## config.mk

```make
export PLATFORM = sky130hd
export DESIGN_NAME = opc5_cpu
export DESIGN_NICKNAME = d
export VERILOG_FILES = /design/src/source/opc5_pkg.sv /design/src/source/opc5_cpu.sv /design/src/source/opc5_fetch_unit.sv /design/src/source/opc5_alu.sv /design/src/source/opc5_regfile.sv /design/src/source/opc5_sequencer.sv
export VERILOG_INCLUDE_DIRS = /design/src /design/src/source
export SDC_FILE = /design/constraint.sdc
export NUM_CORES = 1
export LEC_CHECK = 0
export BUFFER_PORTS_ARGS = -buffer_cell sky130_fd_sc_hd__buf_2
export CORE_ASPECT_RATIO = 1.25
export CORE_MARGIN = 1
export CORE_UTILIZATION = 30
export DETAILED_ROUTE_END_ITERATION = 10
export HOLD_SLACK_MARGIN = 0.12
export SLEW_MARGIN = 20
export SYNTH_ARGS = -nofsm -noshare
export SYNTH_HDL_FRONTEND = slang
export SYNTH_SLANG_ARGS = --single-unit
export TNS_END_PERCENT = 5
```

## constraint.sdc

```tcl
create_clock -name clk -period 5.9 [get_ports clk]
set_input_delay 0 -clock clk [delete_from_list [all_inputs] [get_ports clk]]
set_output_delay 0 -clock clk [all_outputs]
set_load 0.01 [all_outputs]
```

## src/source/opc5_config.svh

```systemverilog
`ifndef OPC5_CONFIG_SVH
`define OPC5_CONFIG_SVH

// Datapath and bus address width
`define OPC5_DATA_W      16

// Register file size and the register that aliases the PC
`define OPC5_NUM_REGS    16
`define OPC5_PC_REG      15

// Bit positions inside the first instruction word
`define OPC5_PRED_C_BIT  15
`define OPC5_PRED_Z_BIT  14
`define OPC5_MEM_BIT     12

`endif
```

## src/source/opc5_pkg.sv

```systemverilog
`default_nettype none

`include "opc5_config.svh"

package opc5_pkg;

   // Instruction cycle states, each instruction passes FETCH0 to EA_ED
   typedef enum logic [2:0] {
      FETCH0 = 3'd0,
      FETCH1 = 3'd1,
      EA_ED  = 3'd2,
      RDMEM  = 3'd3,
      EXEC   = 3'd4
   } opc5_state_t;

   typedef enum logic [1:0] {
      LD   = 2'b00,
      ADD  = 2'b01,
      NAND = 2'b10,
      STO  = 2'b11
   } opc5_op_t;

   // First instruction word, the operand is the second word
   typedef struct packed {
      logic       pred_c;
      logic       pred_z;
      logic       spare0;
      logic       mem;      // Read memory at the effective address first
      opc5_op_t   op;
      logic [1:0] spare1;
      logic [3:0] src;
      logic [3:0] dst;
   } opc5_instr_t;

   typedef struct packed {
      logic                    cyc;
      logic                    stb;
      logic                    we;
      logic [`OPC5_DATA_W-1:0] adr;
      logic [`OPC5_DATA_W-1:0] dat;
   } opc5_wb_req_t;

   typedef struct packed {
      logic                    ack;
      logic [`OPC5_DATA_W-1:0] dat;
   } opc5_wb_rsp_t;

   typedef struct packed {
      logic c;
      logic z;
   } opc5_flags_t;

endpackage

`default_nettype wire

```

## src/source/opc5_cpu.sv

```systemverilog
`timescale 1ns/10ps
`default_nettype none

`include "opc5_config.svh"

module opc5_cpu
(
   input  wire logic                   clk,
   input  wire logic                   reset_b,
   output opc5_pkg::opc5_wb_req_t      wb_req,
   input  wire opc5_pkg::opc5_wb_rsp_t wb_rsp
);

   import opc5_pkg::*;

   opc5_state_t             state;
   opc5_instr_t             instr;
   opc5_flags_t             flags;
   logic                    bus_req, bus_we, bus_done;
   logic                    load_ir, load_or, add_ea, inc_pc, write_pc;
   logic                    rd_sel, reg_we, flag_we;
   logic [`OPC5_DATA_W-1:0] reg_data;
   logic [`OPC5_DATA_W-1:0] result;
   logic [`OPC5_DATA_W-1:0] operand;
   logic [`OPC5_DATA_W-1:0] pc;

   opc5_sequencer u_sequencer (
      .clk, .reset_b, .instr, .flags, .bus_done, .state,
      .bus_req, .bus_we, .load_ir, .load_or, .add_ea, .inc_pc,
      .write_pc, .rd_sel, .reg_we, .flag_we
   );

   opc5_regfile u_regfile (
      .clk, .rd_sel, .we(reg_we), .instr, .pc, .wdata(result), .rdata(reg_data)
   );

   // Destination register on a, operand word on b
   opc5_alu u_alu (
      .clk, .reset_b, .instr, .a(reg_data), .b(operand), .flag_we, .result, .flags
   );

   opc5_fetch_unit u_fetch_unit (
      .clk, .reset_b, .load_ir, .load_or, .add_ea, .inc_pc, .bus_req, .bus_we,
      .state, .reg_data, .result, .write_pc, .instr, .operand, .pc, .bus_done,
      .wb_req, .wb_rsp
   );

endmodule

`default_nettype wire

```

## src/source/opc5_fetch_unit.sv

```systemverilog
`timescale 1ns/10ps
`default_nettype none

`include "opc5_config.svh"

module opc5_fetch_unit
(
   input  wire logic                    clk,
   input  wire logic                    reset_b,
   input  wire logic                    load_ir,
   input  wire logic                    load_or,
   input  wire logic                    add_ea,
   input  wire logic                    inc_pc,
   input  wire logic                    bus_req,
   input  wire logic                    bus_we,
   input  wire opc5_pkg::opc5_state_t   state,
   input  wire logic [`OPC5_DATA_W-1:0] reg_data,
   input  wire logic [`OPC5_DATA_W-1:0] result,
   input  wire logic                    write_pc,
   output opc5_pkg::opc5_instr_t        instr,
   output logic [`OPC5_DATA_W-1:0]      operand,
   output logic [`OPC5_DATA_W-1:0]      pc,
   output logic                         bus_done,
   output opc5_pkg::opc5_wb_req_t       wb_req,
   input  wire opc5_pkg::opc5_wb_rsp_t  wb_rsp
);

   import opc5_pkg::*;

   logic cyc_q;
   logic we_q;
   logic use_or;

   // ########################################################################
   // Program counter, instruction and operand registers
   // ########################################################################

   always_ff @(posedge clk or negedge reset_b)
   begin
      if (!reset_b)
         pc <= '0;
      else if (write_pc)
         pc <= result;           // Jump through r15
      else if (inc_pc)
         pc <= pc + 1'b1;
   end

   always_ff @(posedge clk or negedge reset_b)
   begin
      if (!reset_b)
         instr <= '0;
      else if (load_ir)
         instr <= wb_rsp.dat;
   end

   // Second word, then effective address, then memory data if requested
   always_ff @(posedge clk)
   begin
      if (load_or)
         operand <= wb_rsp.dat;
      else if (add_ea)
         operand <= operand + reg_data;
   end

   // ########################################################################
   // Wishbone master
   // ########################################################################

   always_ff @(posedge clk or negedge reset_b)
   begin
      if (!reset_b)
      begin
         cyc_q <= 1'b0;
         we_q  <= 1'b0;
      end
      else
      begin
         cyc_q <= bus_req;       // Stays up when the next access follows directly
         we_q  <= bus_we;
      end
   end

   assign use_or   = (state == RDMEM) || (state == EXEC);
   assign bus_done = wb_rsp.ack & cyc_q;

   always_comb
   begin
      wb_req.cyc = cyc_q;
      wb_req.stb = cyc_q;
      wb_req.we  = we_q;
      wb_req.adr = use_or ? operand : pc;
      wb_req.dat = reg_data;     // Destination register during a STO
   end

endmodule

`default_nettype wire

```

## src/source/opc5_alu.sv

```systemverilog
`timescale 1ns/10ps
`default_nettype none

`include "opc5_config.svh"

module opc5_alu
(
   input  wire logic                    clk,
   input  wire logic                    reset_b,
   input  wire opc5_pkg::opc5_instr_t   instr,
   input  wire logic [`OPC5_DATA_W-1:0] a,
   input  wire logic [`OPC5_DATA_W-1:0] b,
   input  wire logic                    flag_we,
   output logic [`OPC5_DATA_W-1:0]      result,
   output opc5_pkg::opc5_flags_t        flags
);

   import opc5_pkg::*;

   logic [`OPC5_DATA_W:0] sum;   // Top bit is the carry out

   assign sum = {1'b0, a} + {1'b0, b};

   // a is the destination register, b the operand
   always_comb
   begin
      case (instr.op)
         LD     : result = b;
         ADD    : result = sum[`OPC5_DATA_W-1:0];
         NAND   : result = ~(a & b);
         default: result = a;    // Store data, never written back
      endcase
   end

   // ########################################################################
   // Flag registers
   // ########################################################################

   always_ff @(posedge clk or negedge reset_b)
   begin
      if (!reset_b)
      begin
         flags <= '0;
      end
      else if (flag_we)
      begin
         flags.z <= ~|result;
         if (instr.op == ADD)
            flags.c <= sum[`OPC5_DATA_W];   // Carry only changes on ADD
      end
   end

endmodule

`default_nettype wire

```

## src/source/opc5_regfile.sv

```systemverilog
`timescale 1ns/10ps
`default_nettype none

`include "opc5_config.svh"

module opc5_regfile
(
   input  wire logic                    clk,
   input  wire logic                    rd_sel,
   input  wire logic                    we,
   input  wire opc5_pkg::opc5_instr_t   instr,
   input  wire logic [`OPC5_DATA_W-1:0] pc,
   input  wire logic [`OPC5_DATA_W-1:0] wdata,
   output logic [`OPC5_DATA_W-1:0]      rdata
);

   localparam int IDX_W = $clog2(`OPC5_NUM_REGS);

   logic [`OPC5_DATA_W-1:0] regs [`OPC5_NUM_REGS];
   logic [IDX_W-1:0]        rd_idx;
   logic                    wr_ok;

   assign rd_idx = rd_sel ? instr.dst : instr.src;

   // r0 is a constant zero and r15 mirrors the next instruction address
   always_comb
   begin
      if (rd_idx == '0)
         rdata = '0;
      else if (rd_idx == IDX_W'(`OPC5_PC_REG))
         rdata = pc;
      else
         rdata = regs[rd_idx];
   end

   // r15 writes go to the PC in the fetch unit instead
   assign wr_ok = (instr.dst != '0) && (instr.dst != IDX_W'(`OPC5_PC_REG));

   always_ff @(posedge clk)
   begin
      if (we && wr_ok)
         regs[instr.dst] <= wdata;
   end

endmodule

`default_nettype wire

```

## src/source/opc5_sequencer.sv

```systemverilog
`timescale 1ns/10ps
`default_nettype none

`include "opc5_config.svh"

module opc5_sequencer
(
   input  wire logic                  clk,
   input  wire logic                  reset_b,
   input  wire opc5_pkg::opc5_instr_t instr,
   input  wire opc5_pkg::opc5_flags_t flags,
   input  wire logic                  bus_done,
   output opc5_pkg::opc5_state_t      state,
   output logic                       bus_req,
   output logic                       bus_we,
   output logic                       load_ir,
   output logic                       load_or,
   output logic                       add_ea,
   output logic                       inc_pc,
   output logic                       write_pc,
   output logic                       rd_sel,
   output logic                       reg_we,
   output logic                       flag_we
);

   import opc5_pkg::*;

   logic [`OPC5_DATA_W-1:0] instr_bits;
   logic                    skip;
   logic                    is_sto;
   opc5_state_t             next_state;

   assign instr_bits = instr;
   assign is_sto     = (instr.op == STO);

   // Skipped only when both predicate bits and both flags are clear
   assign skip = ~(instr_bits[`OPC5_PRED_C_BIT] | instr_bits[`OPC5_PRED_Z_BIT] |
                   flags.c | flags.z);

   // ########################################################################
   // State register and next state
   // ########################################################################

   always_comb
   begin
      next_state = state;
      case (state)
         FETCH0 : if (bus_done) next_state = FETCH1;
         FETCH1 : if (bus_done) next_state = EA_ED;
         EA_ED  :
         begin
            if (skip)
               next_state = FETCH0;
            else if (instr_bits[`OPC5_MEM_BIT])
               next_state = RDMEM;
            else
               next_state = EXEC;
         end
         RDMEM  : if (bus_done) next_state = EXEC;
         EXEC   : if (!is_sto || bus_done) next_state = FETCH0;  // STO waits for its ack
         default: next_state = FETCH0;
      endcase
   end

   always_ff @(posedge clk or negedge reset_b)
   begin
      if (!reset_b)
         state <= FETCH0;
      else
         state <= next_state;
   end

   // Bus request looks one state ahead, the fetch unit registers it
   assign bus_req = (next_state == FETCH0) || (next_state == FETCH1) ||
                    (next_state == RDMEM)  || (next_state == EXEC && is_sto);
   assign bus_we  = (next_state == EXEC) && is_sto;

   // Instruction is finished with its fetch once each word is acked
   assign load_ir = (state == FETCH0) && bus_done;
   assign inc_pc  = ((state == FETCH0) || (state == FETCH1)) && bus_done;
   assign load_or = ((state == FETCH1) || (state == RDMEM)) && bus_done;
   assign add_ea  = (state == EA_ED);

   assign rd_sel   = (state == EXEC);          // Destination in EXEC, source otherwise
   assign reg_we   = (state == EXEC) && !is_sto;
   assign flag_we  = reg_we;
   assign write_pc = reg_we && (instr.dst == 4'(`OPC5_PC_REG));

endmodule

`default_nettype wire

```

==> out/qor.yml, run 1 <==
synth.distinct_cells: 76
fin_nets: 1342
worstPathRequired_ns: 6.10
pre_cts_slack_ns: 0.0890
grt_use_total: 0.185
synthArstFlopShare: 0.119
cts_sinks: 303
grt_pass1_wl_um: 66200
yosysSeqAreaShare: 0.623
crit_top_cell: "nand2_1"
avgViaCountPerCell: 5.21
dpl_cell_area_um2: 16200
max-slew-margin-rel: 0.289
drt_pass1_iterations: 4
synth_top_area_frac: 0.560
regToRegEndpoint: "u_regfile.regs[8][13]$_DFFE_PP_"
synth_flop_cell: "edfxtp_1"
yosysTopAreaCell: "edfxtp_1"
max_cap_violations: 0
route.vias.total: 10200
htree_levels: 1
drtIter0Drc: 748
io_pins: 54
detail_route.wl_per_cell_um: 22.9
end_kind: "register"
postSynthAreaPerCell_um2: 12.7
drtAntennaViolNets: 0
area_growth_pct: 21.3
hold_viol: 0
initial_core_util: 0.304
worstHoldPathType: "in -> async"
status: "finished, final reports clean"
cp.arrival_ns: 5.83
cts_tree: "yes"
critPathSlowestCell: "o221ai_1"
postLayoutSetupSlackWorst_ns: 0.278
maxSlewViolCount: 0
grt_max_degree: 37
die-area_um2: 48600
crit_type: "reg -> reg"
ys_seq_elements: 303
grt_pass1_vias: 10400
mostFrequentLayoutCell: "edfxtp_1"
rows: 89
cts_buffers: 30
skew_ns: 0.0132
drt-total-wl_um: 44900
final_cell_mix: "267 x edfxtp_1, 161 x nand2_1, 106 x buf_4, 62 x nor2_1, 56 x mux2i_1"
tightest_slew_ns: 1.06
crit_path_start_kind: "register"
synth_cells: 1128
final_cell_area_um2: 17400
min_period_over_period: 0.953
ys_warn_count: 0
clock_latency_ns: 0.57
reg2reg_depth: 20
grt-ovfl-total: 0
hpwl_um: 31100
synth_edf_count: 267
insertedDiodeCount: 0
io_buffers: 53
gp_congestion: 0.939
cp_max_fo: 17
cts.clk_slew.worst_paths_ns: 0.06
drive_above_1_share: 0.228
die_w_um: 197
ctsLongestPathBuffers: 3
setup_violations: 0
rsz0062_at_grt: "no"
setup_tns_ns: 0
syn_area_um2: 14300
fmax_ghz: 0.178
path_cells: "or3b_1, buf_4, a21boi_4, buf_4, nand2_1, and3_1, a311oi_1, a31oi_1, o21ai_1, nand2_1, nand2_1, ha_1, a211o_1, a21oi_1, a211oi_1, o211ai_1, a31oi_1, xor2_1, o221ai_1, inv_1"
post-route-drc-count: 0
die_y_um: 246
max_stage_delay_ns: 0.39
grt_antenna_before_repair: 0
core_um2: 47100
period_minus_slack_ns: 5.62
r2r-start: "u_sequencer.state[0]$_DFF_PN0_"
final_util: 0.369
clockRootBuffer: "clkbuf_16"
ys_top_cells_by_area: "edfxtp_1 56%, dfrtp_1 6.3%, nand2_1 4.2%"
reg2reg_slack_ns: 0.28
stage by stage:
step           hold slack (ns)  std cells
3_3_place_gp             0.176       1887
2_1_floorplan           -0.296       1154
3_5_place_dp             0.178       1887
4_1_cts                  0.121       1963
6_report                 0.105       1965
5_1_grt                  0.180       1965
per-layer routing:
layer / wire [µm] / global-route usage
met5: 0 / 0
met4: 2090 / 0.0894
met3: 2270 / 0.0261
met2: 22800 / 0.331
met1: 17700 / 0.216
registers in the layout, summed over array words and instances (netlist names):
name,flops
u_sequencer.state,3
u_fetch_unit.cyc_q,1
u_fetch_unit.we_q,1
u_alu.flags,2
u_regfile.regs,251
u_fetch_unit.instr,13
u_fetch_unit.operand,16
u_fetch_unit.pc,16
cells in the mapped netlist, drive strengths merged (10+ instances only):
| cell | number |
|---|---|
| edfxtp | 267 |
| nand2 | 161 |
| nor2 | 74 |
| mux2i | 59 |
| a21oi | 48 |
| o21ai | 42 |
| mux2 | 40 |
| a211oi | 36 |
| dfrtp | 36 |
| buf | 35 |
| clkbuf | 34 |
| nand3 | 33 |
| inv | 22 |
| ha | 17 |
| o211a | 16 |
| xor2 | 16 |
| nand4 | 14 |
| xnor2 | 13 |
| a32oi | 12 |
| nor3 | 12 |
| nor4 | 10 |
cell families after synthesis:
logic type / share of synthesized area
simple gates: 0.109
flops: 0.623
compound gates: 0.117
mux: 0.0872
buf+inv: 0.0295
xor+xnor: 0.0177
fa+ha+maj: 0.0163
other cells: 0.000262
layout make-up:
cell class,instances,area [µm²]
timing repair buffer,188,1430
multi-input combinational,760,5190
fill,4514,29700
tap,637,797
sequential,303,8920
inverter,22,82.6
clock inverter,22,156
clock buffer,33,783
worst max path at each step:
stage | end | cells past startpoint | slack, ns | from
floorplan | u_alu.flags[0]$_DFFE_PN0P_ | 23 | 0.43 | u_sequencer.state[1]$_DFF_PN0_
finish | u_regfile.regs[8][13]$_DFFE_PP_ | 20 | 0.28 | u_sequencer.state[0]$_DFF_PN0_
global route | u_regfile.regs[5][13]$_DFFE_PP_ | 19 | 0.01 | u_sequencer.state[0]$_DFF_PN0_
detailed placement | u_fetch_unit.pc[14]$_DFFE_PN0P_ | 18 | 0.09 | u_sequencer.state[0]$_DFF_PN0_
CTS | u_regfile.regs[14][14]$_DFFE_PP_ | 17 | 0.04 | u_sequencer.state[0]$_DFF_PN0_
global placement | u_fetch_unit.pc[14]$_DFFE_PN0P_ | 19 | 0.13 | u_sequencer.state[2]$_DFF_PN0_
worst max-delay path: cells and delay by family, from the launching register on:
kind | cells | cell delay (ns)
AOI/OAI and AO/OA | 10 | 2.64
xor gates and xnor gates | 1 | 0.18
adders and majority gates | 1 | 0.27
buffers and inverters | 3 | 0.92
DFF | 1 | 0.37
and+or+nand+nor | 5 | 0.85
repair_timing:
action                                 4_1_cts  5_1_grt
setup endpoints to repair                    0       32
endpoints found under the hold margin       69        0
hold buffers                                21        0
setup buffers                                0        2
resized for setup                            0        2
Power of run 1 is left out: the tool's default activity adds up to more than one toggle a clock period on the data nets, which glitch-free logic cannot reach.
==> run 2, diff against run 1 <==
--- a/config.mk
+++ b/config.mk
@@ -7,11 +7,14 @@
 export NUM_CORES = 1
 export LEC_CHECK = 0
 export BUFFER_PORTS_ARGS = -buffer_cell sky130_fd_sc_hd__buf_2
+export CAP_MARGIN = 10
 export CORE_ASPECT_RATIO = 1.25
 export CORE_MARGIN = 1
 export CORE_UTILIZATION = 30
+export CTS_CLUSTER_DIAMETER = 120
 export DETAILED_ROUTE_END_ITERATION = 10
 export HOLD_SLACK_MARGIN = 0.12
+export REMOVE_ABC_BUFFERS = 1
 export SLEW_MARGIN = 20
 export SYNTH_ARGS = -nofsm -noshare
 export SYNTH_HDL_FRONTEND = slang
==> out/qor.yml, run 2 (synthesis gave the netlist of run 1 again) <==
status: "finished, final reports clean"
reg2reg_slack_ns: 0.29
detail_route.wl_per_cell_um: 22.4
clockRootBuffer: "clkbuf_16"
regMostFlops: "u_regfile.regs"
die_w_um: 197
gp_congestion: 0.935
crit_buf_inv: 4
hold_viol: 0
grt_pass1_wl_um: 64000
mostFrequentLayoutCell: "edfxtp_1"
die-area_um2: 48600
route.vias.total: 10000
critPathSlowestCell: "or3b_1"
path_cells: "or3b_1, buf_4, mux2i_4, buf_4, and3_1, a311oi_1, a311oi_1, a311oi_1, a21oi_1, nor2_1, ha_1, a21o_1, a21o_1, a2111oi_0, buf_4, o41ai_1, xor2_1, a211oi_1, a21oi_1, buf_4"
largest_reg_flops: 251
initial_core_util: 0.304
crit_path_start_kind: "register"
nFillCells: 4552
final_cell_mix: "267 x edfxtp_1, 161 x nand2_1, 73 x buf_4, 62 x nor2_1, 56 x mux2i_1"
cts_buffers: 29
max-slew-margin-rel: 0.230
cts_sinks: 303
period_minus_slack_ns: 5.61
min_period_over_period: 0.950
hpwl_um: 29700
io_buffers: 53
core_um2: 47100
grt_max_degree: 37
area_growth_pct: 18.6
cts.clk_slew.worst_paths_ns: 0.07
post-route-drc-count: 0
multi_input_area_um2: 5180
crit_top_cell: "buf_4"
maxSlewViolCount: 0
max_stage_delay_ns: 0.51
insertedDiodeCount: 0
rows: 89
fin_nets: 1301
largestRegisters: "u_regfile.regs x251, u_fetch_unit.operand x16, u_fetch_unit.pc x16"
grt_antenna_before_repair: 0
seq_area_um2: 8920
setup_tns_ns: 0
avgViaCountPerCell: 5.20
tightest_slew_ns: 1.16
skew_ns: 0.0259
die_y_um: 246
grt-ovfl-total: 0
drtAntennaViolNets: 0
crit_family: "compound AO/OA/AOI/OAI gates"
worstHoldPathType: "in -> async"
cp.arrival_ns: 5.91
rsz0062_at_grt: "no"
max_cap_violations: 0
htree_levels: 1
ctsLongestPathBuffers: 3
setup_violations: 0
grt_pass1_vias: 9809
drt_pass1_iterations: 5
drive_above_1_share: 0.205
worstPathRequired_ns: 6.20
drt-total-wl_um: 43100
clock_latency_ns: 0.57
crit_type: "reg -> reg"
fmax_ghz: 0.178
io_pins: 54
grt_use_total: 0.177
end_kind: "register"
cts_tree: "yes"
drtIter0Drc: 908
cp_max_fo: 18
## run 2: worst register-to-register path, stage by stage (launching register included)
cell and delay (ns):
dfrtp_1 0.50, or3b_1 0.51, buf_4 0.25, mux2i_4 0.20, buf_4 0.23, and3_1 0.18, a311oi_1 0.25, a311oi_1 0.11
a311oi_1 0.50, a21oi_1 0.14, nor2_1 0.23, ha_1 0.32, a21o_1 0.22, a21o_1 0.20, a2111oi_0 0.39, buf_4 0.18
o41ai_1 0.10, xor2_1 0.18, a211oi_1 0.35, a21oi_1 0.09, buf_4 0.22
## run 2: path summary, 6_finish.rpt
path | start | endpoint | cells after the start
setup / recovery | u_sequencer.state[2]$_DFF_PN0_ | u_regfile.regs[11][14]$_DFFE_PP_ | 20
hold reg to reg | u_alu.flags[0]$_DFFE_PN0P_ | u_alu.flags[0]$_DFFE_PN0P_ | 2
hold / removal | reset_b | u_fetch_unit.instr[11]$_DFFE_PN0P_ | 2
max in group asynchronous | reset_b | u_fetch_unit.pc[15]$_DFFE_PN0P_ | 2
min in group clk | wb_rsp[10] | u_fetch_unit.instr[10]$_DFFE_PN0P_ | 3
setup reg to reg | u_sequencer.state[2]$_DFF_PN0_ | u_regfile.regs[11][14]$_DFFE_PP_ | 20
## run 2: cell type report
type,instances,share of cell area
clock buffers,30,0.0430
clock inverters,23,0.0116
inverters,22,0.00487
multi-input cells,760,0.305
flip-flops and latches,303,0.526
well taps,637,0.0470
repair buffers,148,0.0628
## run 2: metal layers
layer  GRT usage  up-vias  part of all wire  routed length (µm)
met5           0        -                 0                   0
met4      0.0684        0             0.036                1530
met3      0.0226       78             0.062                2690
met2       0.310      405              0.50               21600
met1       0.221     4973              0.40               17300
li1            -     4546                 -                   -
## run 2: repair_timing
item                                    CTS  global route
endpoints found under the setup margin    0            66
hold buffers                             18             0
hold endpoints to repair                 69             0
resized for setup                         0             5
setup buffers                             0             2
## run 2: stage by stage
stage                     instance area (µm²)  worst slack (ns)   util  std cells  hold slack [ns]
after detailed placement                15800             0.251  0.336       1850            0.192
after CTS                               16900             0.152  0.360       1921            0.136
after floorplan                         14100             -2.71      -       1085           -0.296
final                                   17000             0.293  0.360       1923           0.0922
after global placement                  15800             0.243  0.336       1850            0.182
after global routing                    17000            0.0173  0.360       1923            0.179
Power of run 2 is left out for the same reason.
